**src/eth_tx_pkg.sv**
```systemverilog
package eth_tx_pkg;

  typedef logic [47:0] mac_addr_t; // Ethernet station address
  typedef logic [31:0] ipv4_t;     // IPv4 address

  // Per-frame header supplied by each source
  typedef struct packed {
    mac_addr_t   dst;       // Destination MAC
    logic [15:0] ethertype; // Payload protocol
  } mac_hdr_t;

  // ARP request as reported by the receive side
  typedef struct packed {
    mac_addr_t mac;  // Requester MAC, reply target
    ipv4_t     ipv4; // Requester IPv4, reply target
  } arp_req_t;

  // Device identity
  localparam mac_addr_t DEV_MAC  = 48'h02_00_5e_10_20_30; // Locally administered
  localparam ipv4_t     DEV_IPV4 = 32'hc0_a8_00_0a;       // 192.168.0.10

  localparam logic [15:0] ETH_TYPE_IPV4 = 16'h0800;
  localparam logic [15:0] ETH_TYPE_ARP  = 16'h0806;

  // Buffer sizing
  localparam int FIFO_DEPTH = 256; // Bytes per source
  localparam int HDR_DEPTH  = 4;   // Frames per source
  localparam int N_SRC      = 2;   // 0 ARP, 1 IPv4

  // Wire format
  localparam int MIN_PAYLOAD = 46; // Pad target
  localparam int IFG_CYCLES  = 12; // Idle bytes after FCS
  localparam int PRE_LEN     = 8;  // Preamble plus SFD
  localparam int ETH_HDR_LEN = 14; // Dst, src, type
  localparam int FCS_LEN     = 4;
  localparam int ARP_LEN     = 28; // ARP reply payload

  localparam logic [7:0]  PRE_BYTE = 8'h55;
  localparam logic [7:0]  SFD_BYTE = 8'hd5;
  localparam logic [31:0] CRC_POLY = 32'hedb8_8320; // Reflected CRC-32

  // ARP reply field constants
  localparam logic [15:0] ARP_HTYPE = 16'h0001; // Ethernet
  localparam logic [7:0]  ARP_HLEN  = 8'd6;
  localparam logic [7:0]  ARP_PLEN  = 8'd4;
  localparam logic [15:0] ARP_OPER  = 16'h0002; // Reply

endpackage
```
**src/arp_tx_gen.sv**
```systemverilog
`timescale 1ns/1ps

module arp_tx_gen
  import eth_tx_pkg::*;
(
  input  logic     clk,
  input  logic     rst,
  input  logic     arp_req_val, // One-cycle request strobe
  input  arp_req_t arp_req,
  output logic     val,
  output byte      dat,
  output mac_hdr_t hdr
);

  arp_req_t                   req_q; // Captured requester
  logic [4:0]                 cnt;   // Reply byte index
  logic [ARP_LEN*8-1:0]       pld;   // Whole reply, first byte on top

  // Reply fields in wire order
  assign pld = {
    ARP_HTYPE,
    ETH_TYPE_IPV4, // Protocol type
    ARP_HLEN,
    ARP_PLEN,
    ARP_OPER,
    DEV_MAC,       // Sender hardware address
    DEV_IPV4,      // Sender protocol address
    req_q.mac,     // Target hardware address
    req_q.ipv4     // Target protocol address
  };

  assign dat = pld[(ARP_LEN - 1 - cnt) * 8 +: 8]; // Byte select by index
  assign hdr = '{dst: req_q.mac, ethertype: ETH_TYPE_ARP};

  // Control FSM, idle or sending
  always_ff @(posedge clk) begin
    if (rst) begin
      val <= 1'b0;
      cnt <= '0;
    end else if (!val) begin
      if (arp_req_val) begin // Strobes while busy fall through
        val <= 1'b1;
        cnt <= '0;
      end
    end else begin
      cnt <= cnt + 5'd1;
      if (cnt == 5'(ARP_LEN - 1)) begin
        val <= 1'b0; // Last byte out
      end
    end
  end

  // Request capture, no reset on payload
  always_ff @(posedge clk) begin
    if (arp_req_val && !val) begin
      req_q <= arp_req;
    end
  end

  // Reply length bounded, so buf_mng sees one frame per reply
  assert property (@(posedge clk) disable iff (rst) $rose(val) |-> ##[1:ARP_LEN] !val)
    else $error("[ERROR] arp_tx_gen val high longer than %0d cycles", ARP_LEN);

endmodule

```
**config.mk**
```make
export PLATFORM = sky130hd
export DESIGN_NAME = arp_tx_gen
export DESIGN_NICKNAME = d
export VERILOG_FILES = /design/src/eth_tx_pkg.sv /design/src/arp_tx_gen.sv
export SDC_FILE = /design/constraint.sdc
export NUM_CORES = 1
export LEC_CHECK = 0
export BUFFER_PORTS_ARGS = -buffer_cell sky130_fd_sc_hd__buf_2
export CORE_AREA = 8 8 106 108
export DETAILED_ROUTE_END_ITERATION = 6
export DIE_AREA = 0 0 114 116
export GPL_TIMING_DRIVEN = 0
export PLACE_DENSITY = 0.75
export SYNTH_ARGS = -nofsm -noshare
export SYNTH_HDL_FRONTEND = slang
export SYNTH_SLANG_ARGS = --single-unit
```
**constraint.sdc**
```tcl
create_clock -name clk -period 4.55 [get_ports clk]
set_clock_uncertainty 0.15 [all_clocks]
set_input_delay 0.2275 -clock clk [delete_from_list [all_inputs] [get_ports clk]]
set_output_delay 0.2275 -clock clk [all_outputs]
set_load 0.05 [all_outputs]
```
==> results.md <==
- Final instance area: 6090 um^2
- Multi-input logic area: ~1100 um^2
- Clock Pin Slew Worst Setup and Hold Paths: 0.08 ns
- Die width: between 100 and 150 um
- Post-synth top area cell: edfxtp_1
- Flops & latches, synth: 86
- Layout cells sized above 1: ~45%
- Count of warnings emitted by yosys: 0
- CP endpoint kind: output pin
- First-pass GRT wire length: 18.4 mm
- Remaining antenna violation count: 0
- Ys async rst share: 0%
- Max clock buf depth: 2
- Sink Count: 86
- Dpl cell area: between 5000 and 6000 um^2
- Die area: roughly 13000 um^2
- Maximum vdd drop: ~0.00022 V
- Unrepaired setup endpoints after global routing: false
- Crit start category: register
- Mapped Cells: 296
- CTS Buf Count: 9
- Row count: 36
- Number of synthesized flops with an enable pin: 80
- Area Growth Syn to Fin: 46.7%
- Crit-path max FO: 10
- DR pass1 iterations: 4
- Worst-Margin Slew: 0.678 ns
- Count of final hold-check violations: 0
- Min Tclk post-route: approximately 3.2 ns
- Power density over cell area: roughly 290 nW/um^2
- Largest net degree at the start of global routing: 37
- Top-area cell type share of the netlist area: 57.9%
- Die height: 116 um
- CTS tree: yes
- Seq. cell area: between 2000 and 3000 um^2
- Insertion delay to the later sink of the worst-skew pair: roughly 0.35 ns
- GP Congestion: about 0.84
- Count leader, synth: edfxtp_1
- Setup Fix Bufs, Post-CTS: 0
- Max Clk Rate: between 0.3 and 0.4 GHz
- Ant diodes: 0
- Via density: 4.70
- Fin nets: 630
- Max_cap viols: 0
- Tcrit/Tclk final: roughly 70%
- Grt ovf: 0
- Initial drt markers: 177
- # port buffers: between 100 and 150
- Top cells by instance count after synthesis: edfxtp_1 (80), buf_4 (67), a21oi_1 (13), nand2_1 (11), nor2_1 (10)
- Hold_buf cts: between 80 and 90
- Design Power: about 1800 uW
- Final setup viols: 0
- Slew HR: between 50% and 60%
- WP data arrival: about 2.8 ns
- Top Ports: roughly 160
- Mapped Area: 4150 um^2
- Drc violations: 0
- WL final: ~12 mm
- # fillers: a little over 700
- Final hold slack: 0.0915 ns
- DP HPWL: 8.01 mm
- Max-slew violation count: 0
- Worst min path class: in2reg
- Routed len/inst: ~18 um
- Status: finished, final reports clean
- Vias: 3200
- Top post-synthesis cells by area: edfxtp_1 (58%), buf_4 (12%), mux4_2 (4.9%)
- Cell leakage power: approximately 0.0026 uW
- Setup CP Type: reg2out
- Clk root buf: clkbuf_8
- Fin Setup TNS: 0 ns
- Initial Utilization: a little over two fifths
- Post-synthesis cell type count: between 40 and 50
- Mapped Avg Cell Area: around 14 um^2
- Tot GR Track Use: a little under a fifth
- Placement Setup Slack: ~1.8 ns
- Number of global-route vias before repair: around 3500
- CTS H-tree depth: 3
- PnR worst setup slack: roughly 1.4 ns
- Register area share after synthesis: 60.8%
- CP required: approximately 4.2 ns
- Post-cts gate resize count: 0
- Primary FF master, synth: edfxtp_1
- Core Area: ~9500 um^2
- Initial antenna violation count: 0
## placed cells by master (no fill, tap or decap), types with 3 or more instances in the layout
master / count
buf_12: 3
nand2_1: 11
nor2_1: 10
a211o_1: 3
inv_1: 4
a211oi_1: 3
ha_1: 4
nor2b_1: 7
clkbuf_8: 9
dfxtp_1: 6
mux4_2: 9
buf_4: 67
buf_2: 145
nand3_1: 4
mux2_2: 3
a21o_1: 4
clkinv_1: 4
dlygate4sd3_1: 81
a21oi_1: 13
conb_1: 16
mux2i_1: 9
a221oi_1: 3
edfxtp_1: 80
nor3_1: 4
o21ai_0: 5
## final cells by class
cell class | instances | area share [%]
multi-input cells | 142 | 18.0
well taps | 133 | 2.73
inverters | 5 | 0.308
plain buffers | 77 | 9.39
clock buffers | 9 | 2.03
clock inverters | 7 | 0.678
flip-flops and latches | 86 | 41.4
repair buffers | 222 | 25.4
## flip-flops by register name, indices dropped and copies added (netlist names)
signal	flops
cnt	5
pld	32
hdr	48
val	1
## metrics by stage
stage | util (%) | cells
after floorplan | - | 310
after global placement | 53.1 | 582
after detailed placement | 53.5 | 584
after CTS | 63.7 | 681
after global routing | 63.7 | 681
final | 63.7 | 681
## routing by layer
layer | up-vias | global-route usage [%] | routed length, um
met3 | 21 | 6.93 | 1160
met5 | - | 0 | 0
met1 | 1477 | 19.9 | 4700
li1 | 1532 | - | -
met4 | 0 | 7.36 | 249
met2 | 170 | 32.0 | 5970
## power by group
part           switching (uW)  internal (uW)  leakage, uW
clock                     270            194    0.0000817
combinational             212            162      0.00172
sequential               19.3            914     0.000811
## cells by family after synthesis
family,share of synthesized area [%]
buffers and inverters,14.2
other,0.181
xor gates and xnor gates,0.211
muxes,8.87
adders and majority gates,1.21
DFF,60.8
AOI/OAI and AO/OA,8.69
and+or+nand+nor,5.82
## worst max-delay path, cell delays in order, from the launching register on
cell      delay, ns
dfxtp_1        0.36
buf_2          0.20
clkinv_1       0.24
ha_1           0.46
clkbuf_1       0.39
nand2_1        0.16
o32ai_1        0.33
nor3_1         0.08
buf_2          0.23
## path summary, 6_finish.rpt
kind / slack, ns / startpoint / cells after the start / to
max: 1.37 / cnt[2]$_SDFFE_PP0P_ / 8 / dat[3]
min: 0.09 / arp_req_val / 4 / cnt[1]$_SDFFE_PP0P_
max reg2reg: 2.83 / cnt[1]$_SDFFE_PP0P_ / 5 / cnt[1]$_SDFFE_PP0P_
min reg2reg: 0.51 / cnt[0]$_SDFFE_PP0P_ / 3 / cnt[1]$_SDFFE_PP0P_
No activity file was read; power rests on OpenSTA's default activity.
