<file path="src/eth_tx_pkg.sv">
package eth_tx_pkg;

  typedef logic [47:0] mac_addr_t; // Ethernet station address
  typedef logic [31:0] ipv4_t;     // IPv4 address

  // Per-frame header supplied by each source
  typedef struct packed {
    mac_addr_t   dst;       // Destination MAC
    logic [15:0] ethertype; // Payload protocol
  } mac_hdr_t;

  // ARP request as reported by the receive side
  typedef struct packed {
    mac_addr_t mac;  // Requester MAC, reply target
    ipv4_t     ipv4; // Requester IPv4, reply target
  } arp_req_t;

  // Device identity
  localparam mac_addr_t DEV_MAC  = 48'h02_00_5e_10_20_30; // Locally administered
  localparam ipv4_t     DEV_IPV4 = 32'hc0_a8_00_0a;       // 192.168.0.10

  localparam logic [15:0] ETH_TYPE_IPV4 = 16'h0800;
  localparam logic [15:0] ETH_TYPE_ARP  = 16'h0806;

  // Buffer sizing
  localparam int FIFO_DEPTH = 256; // Bytes per source
  localparam int HDR_DEPTH  = 4;   // Frames per source
  localparam int N_SRC      = 2;   // 0 ARP, 1 IPv4

  // Wire format
  localparam int MIN_PAYLOAD = 46; // Pad target
  localparam int IFG_CYCLES  = 12; // Idle bytes after FCS
  localparam int PRE_LEN     = 8;  // Preamble plus SFD
  localparam int ETH_HDR_LEN = 14; // Dst, src, type
  localparam int FCS_LEN     = 4;
  localparam int ARP_LEN     = 28; // ARP reply payload

  localparam logic [7:0]  PRE_BYTE = 8'h55;
  localparam logic [7:0]  SFD_BYTE = 8'hd5;
  localparam logic [31:0] CRC_POLY = 32'hedb8_8320; // Reflected CRC-32

  // ARP reply field constants
  localparam logic [15:0] ARP_HTYPE = 16'h0001; // Ethernet
  localparam logic [7:0]  ARP_HLEN  = 8'd6;
  localparam logic [7:0]  ARP_PLEN  = 8'd4;
  localparam logic [15:0] ARP_OPER  = 16'h0002; // Reply

endpackage
</file>
<file path="src/mac_tx_framer.sv">
`timescale 1ns/1ps

module mac_tx_framer
  import eth_tx_pkg::*;
(
  input  logic        clk,
  input  logic        rst,
  input  logic        frm_avl,
  output logic        frm_rd,
  input  mac_hdr_t    frm_hdr,
  input  logic [15:0] frm_len,
  output logic        pld_rd,
  input  byte         pld_dat,
  output logic        gmii_val,
  output byte         gmii_dat
);

  typedef enum logic [2:0] {
    ST_IDLE,
    ST_PRE,
    ST_HDR,
    ST_PLD,
    ST_PAD,
    ST_FCS,
    ST_IFG
  } state_t;

  state_t                   state;
  logic [15:0]              cnt;  // Byte index within state
  logic [31:0]              crc;  // Running CRC, not inverted
  logic [31:0]              fcs;
  logic [ETH_HDR_LEN*8-1:0] hdr_bytes;

  // One byte of reflected CRC-32
  function automatic logic [31:0] crc_byte(input logic [31:0] c, input logic [7:0] d);
    logic [31:0] r;
    r = c ^ {24'd0, d};
    for (int i = 0; i < 8; i++) begin
      r = r[0] ? ((r >> 1) ^ CRC_POLY) : (r >> 1);
    end
    return r;
  endfunction

  assign hdr_bytes = {frm_hdr.dst, DEV_MAC, frm_hdr.ethertype};
  assign fcs       = ~crc;

  assign frm_rd   = (state == ST_IDLE) && frm_avl;
  assign pld_rd   = ((state == ST_HDR) && (cnt == 16'(ETH_HDR_LEN - 1))) || // First byte early
                    ((state == ST_PLD) && (cnt < frm_len - 16'd1));
  assign gmii_val = state inside {ST_PRE, ST_HDR, ST_PLD, ST_PAD, ST_FCS};

  always_comb begin
    gmii_dat = 8'h00; // Pad and idle
    case (state)
      ST_PRE:  gmii_dat = (cnt == 16'(PRE_LEN - 1)) ? SFD_BYTE : PRE_BYTE;
      ST_HDR:  gmii_dat = hdr_bytes[(ETH_HDR_LEN - 1 - cnt[3:0]) * 8 +: 8];
      ST_PLD:  gmii_dat = pld_dat;
      ST_FCS:  gmii_dat = fcs[cnt[1:0] * 8 +: 8]; // LSB first
      default: gmii_dat = 8'h00;
    endcase
  end

  always_ff @(posedge clk) begin
    if (rst) begin
      state <= ST_IDLE;
      cnt   <= '0;
      crc   <= '1;
    end else begin
      cnt <= cnt + 16'd1;
      if (state inside {ST_HDR, ST_PLD, ST_PAD}) crc <= crc_byte(crc, gmii_dat);
      case (state)
        ST_IDLE: begin
          crc <= '1; // CRC seed
          cnt <= '0;
          if (frm_avl) state <= ST_PRE; // frm_rd fires here
        end
        ST_PRE: begin
          if (cnt == 16'(PRE_LEN - 1)) begin
            state <= ST_HDR;
            cnt   <= '0;
          end
        end
        ST_HDR: begin
          if (cnt == 16'(ETH_HDR_LEN - 1)) begin
            state <= ST_PLD;
            cnt   <= '0;
          end
        end
        ST_PLD: begin
          if (cnt == frm_len - 16'd1) begin
            if (frm_len < 16'(MIN_PAYLOAD)) begin
              state <= ST_PAD; // cnt keeps counting payload position
            end else begin
              state <= ST_FCS;
              cnt   <= '0;
            end
          end
        end
        ST_PAD: begin
          if (cnt == 16'(MIN_PAYLOAD - 1)) begin
            state <= ST_FCS;
            cnt   <= '0;
          end
        end
        ST_FCS: begin
          if (cnt == 16'(FCS_LEN - 1)) begin
            state <= ST_IFG;
            cnt   <= '0;
          end
        end
        default: begin // IFG
          if (cnt == 16'(IFG_CYCLES - 1)) state <= ST_IDLE;
        end
      endcase
    end
  end

  // Frame length from buf_mng held for the whole frame
  assert property (@(posedge clk) disable iff (rst)
    state inside {ST_HDR, ST_PLD, ST_PAD, ST_FCS} |-> $stable(frm_len))
    else $error("[ERROR] frm_len=%h changed mid-frame", frm_len);

endmodule

</file>
<file path="config.mk">
export PLATFORM = sky130hd
export DESIGN_NAME = mac_tx_framer
export DESIGN_NICKNAME = d
export VERILOG_FILES = /design/src/eth_tx_pkg.sv /design/src/mac_tx_framer.sv
export SDC_FILE = /design/constraint.sdc
export NUM_CORES = 1
export LEC_CHECK = 0
export ABC_AREA = 1
export BUFFER_PORTS_ARGS = -buffer_cell sky130_fd_sc_hd__buf_2
export CELL_PAD_IN_SITES_DETAIL_PLACEMENT = 0
export CELL_PAD_IN_SITES_GLOBAL_PLACEMENT = 1
export CORE_UTILIZATION = 42
export CTS_CLUSTER_SIZE = 16
export DETAILED_ROUTE_END_ITERATION = 10
export PLACE_DENSITY = 0.95
export SYNTH_ARGS = -nofsm -noshare
export SYNTH_HDL_FRONTEND = slang
export SYNTH_SLANG_ARGS = --single-unit
export TNS_END_PERCENT = 100
</file>
<file path="constraint.sdc">
create_clock -name clk -period 4.61 [get_ports clk]
set_input_delay 0.2305 -clock clk [delete_from_list [all_inputs] [get_ports clk]]
set_output_delay 0.2305 -clock clk [all_outputs]
set_load 0.005 [all_outputs]
</file>
==> out/results.ini <==
[synth]
synth_area_um2=5400
ys_types=47
synth_cells=885
synth_nets=997
synth_area_leaders=dfxtp_1 (19%), nand2_1 (17%), nand3_1 (11%)
ys_warn_count=0
ys_async_sr_fraction_pct=0
synth_edf_count=0
syn_avg_cell_area_um2=6.10
yosysSeqAreaShare_pct=18.9
synth_flop_cell=dfxtp_1
synth_top_area_share_pct=18.9
yosysMostFrequentCell=nand2_1
netlist_top_cells_count=nand2_1 (242), nand3_1 (120), inv_1 (89)
synth_top_cell_by_area=dfxtp_1
synth_seq_cells=51

[drt]
vias=5803
wirelength_mm=15.5
post_drt_via_cell_ratio=5.09
ant_nets=0
drcViolationCount=0
drt_iter0_drc=343
dr.pass1.iters=5
wl_per_cell_um=13.6

[power_and_ir_drop]
ir_worst_vdd_v=0.000278
p_per_area_nw_per_um2=634
total_power_uw=3880
p_leak_uw=0.00319

[clock_network]
cts_tree=built
post_cts_buffers=0
root_buffer=clkbuf_16
cts.sinks=51
clock_path_buffers=2
hold_buffers=0
clkLatencyLatePin_ns=0.29
clkTransAtPathRegs_ns=0.07
numCtsBuffers=5
cts_resized=0
h-tree-depth=2

[floorplan]
die_h_um=115
rows=41
core_area_um2=12600
start_util_pct=43.0
die_w_um=115
dieArea_um2=13300
pin_count=102

[sta]
worst_slew_pin_slew_ns=0.861
finalCritPeriodShare_pct=69.6
drv_slew=0
max_slew_margin_pct=42.5
setup_viol=0
worst_slack_ns=1.40
timing.final.crit_period_ns=3.21
max_freq_mhz=311
grt_setup_unrepaired=no
fin_skew_ns=0.00443
hold_viol=0
setup_tns_ns=0

[finish]
layout.cells.non_filler=1140
regArea_um2=1020
final_layout_size_suffix_gt1_share_pct=19.8
syn_to_final_growth_pct=13.2
fillers=1305
multi_input_area_um2=3780
layout.nets=1079
n_antenna_cell=0

[global_route]
grt_usage_pct=23.5
grt_max_degree=57
grt_pass1_vias=5101
grt_first_pass_wirelength_mm=25.1
grt_antenna_before_repair=0
grt_overflow=0

[critical_path]
reg2regPathDepth=16
cp-start-kind=input pin
crit_path_end_kind=flip-flop
worst-endpoint-arrival_ns=3.37
cp_data_required_time_ns=4.77
worstSetupPathType=input pin to flip-flop
critPathMaxFanout=16

[flow_run]
maxCapViolations=0

[placement]
place_congestion=0.828
numPortBuffers=101
dp_cells=1132
place_ws_ns=1.06
hpwl_mm=11.5

[hold_path]
holdCritPathClass=input pin to flip-flop
hold_depth=2

[outcome]
outcome=finished, final reports clean

-- sequential cells by signal, summed over array words and instances, names as in the netlist --
register	cells
crc	32
cnt	16
state	3
-- where the power goes --
| group | switching [µW] | total, µW | internal (µW) | leakage, µW |
|---|---|---|---|---|
| clock network | 174 | 376 | 201 | 0.0000669 |
| registers | 87.2 | 632 | 545 | 0.000416 |
| logic | 1950 | 2870 | 922 | 0.00270 |
-- final timing paths --
kind / startpoint / to / slack [ns]
worst min register to register: crc[15]$_SDFFE_PP1P_ / crc[15]$_SDFFE_PP1P_ / 0.48
worst min-delay path: rst / state[2]$_SDFFE_PP0P_ / 0.13
worst max-delay path: frm_len[1] / cnt[2]$_SDFF_PP0_ / 1.40
worst max register to register: cnt[2]$_SDFF_PP0_ / crc[16]$_SDFFE_PP1P_ / 1.61
-- kinds of logic (layout without fill, tap and decap cells) --
group           count (synthesis)  in the layout  synth area share (%)
compound gates                110            110                  11.6
flops                          51             51                  18.9
fa+ha+maj                      21             21                  4.87
buf+inv                       138            221                  11.0
simple gates                  520            520                  45.4
xor+xnor                       45             45                  8.25
-- layout by cell type, fill, tap and decap left out, types with 3 or more instances in the layout --
master and count:
nand3_2 5, xor2_1 33, nor2_2 5, ha_1 21, dfxtp_1 50, a211oi_1 3
clkbuf_16 5, a31oi_1 4, nand4_1 8, xnor2_1 6, buf_4 5, nor3_1 15
nand2_4 9, xor2_2 4, nand3_1 120, nand3b_1 6, inv_1 89, nand2_2 28
o211ai_1 13, inv_2 15, o21ai_1 7, nor2_1 68, nor4_1 3, nand2_1 242
buf_2 101, nor2_4 3, o21ai_0 39, a21oi_1 34
-- stage by stage --
stage | area, µm² | hold WS (ns) | utilization, %
finish | 6110 | 0.134 | 48.6
global route | 6110 | 0.140 | 48.6
CTS | 6110 | 0.127 | 48.6
detailed placement | 5970 | 0.437 | 47.5
global placement | 5970 | 0.434 | 47.5
floorplan | 5400 | 0.309 | -
-- routing by layer --
metal | track usage (%) | up-vias | wire, µm
li1 | - | 3038 | -
met1 | 32.4 | 2600 | 7540
met2 | 39.7 | 151 | 6940
met3 | 2.64 | 14 | 857
met4 | 4.33 | 0 | 122
met5 | 0 | - | 0
-- final cells by class --
type                       instances  share of cell area (%)
multi-input combinational        696                    61.9
sequential                        51                    16.7
timing repair buffer             106                    8.88
inverter                         107                    6.67
tap                              172                    3.52
clock buffer                       6                    2.11
clock inverter                     2                   0.205
-- worst max-delay path: stages --
cell	delay, ns
buf_2	0.11
nor2_1	0.09
nand2_1	0.08
nor3_1	0.26
nand2_1	0.13
nor3_1	0.27
nand2_1	0.16
nor3_1	0.19
xor2_1	0.10
ha_1	0.30
nand2_1	0.07
nor2_1	0.15
nand3_1	0.12
nor4_1	0.24
nor3_1	0.11
a21oi_1	0.13
nand3_1	0.09
nand2_1	0.43
nor3b_1	0.10
Power figures use the tool's default switching activity.
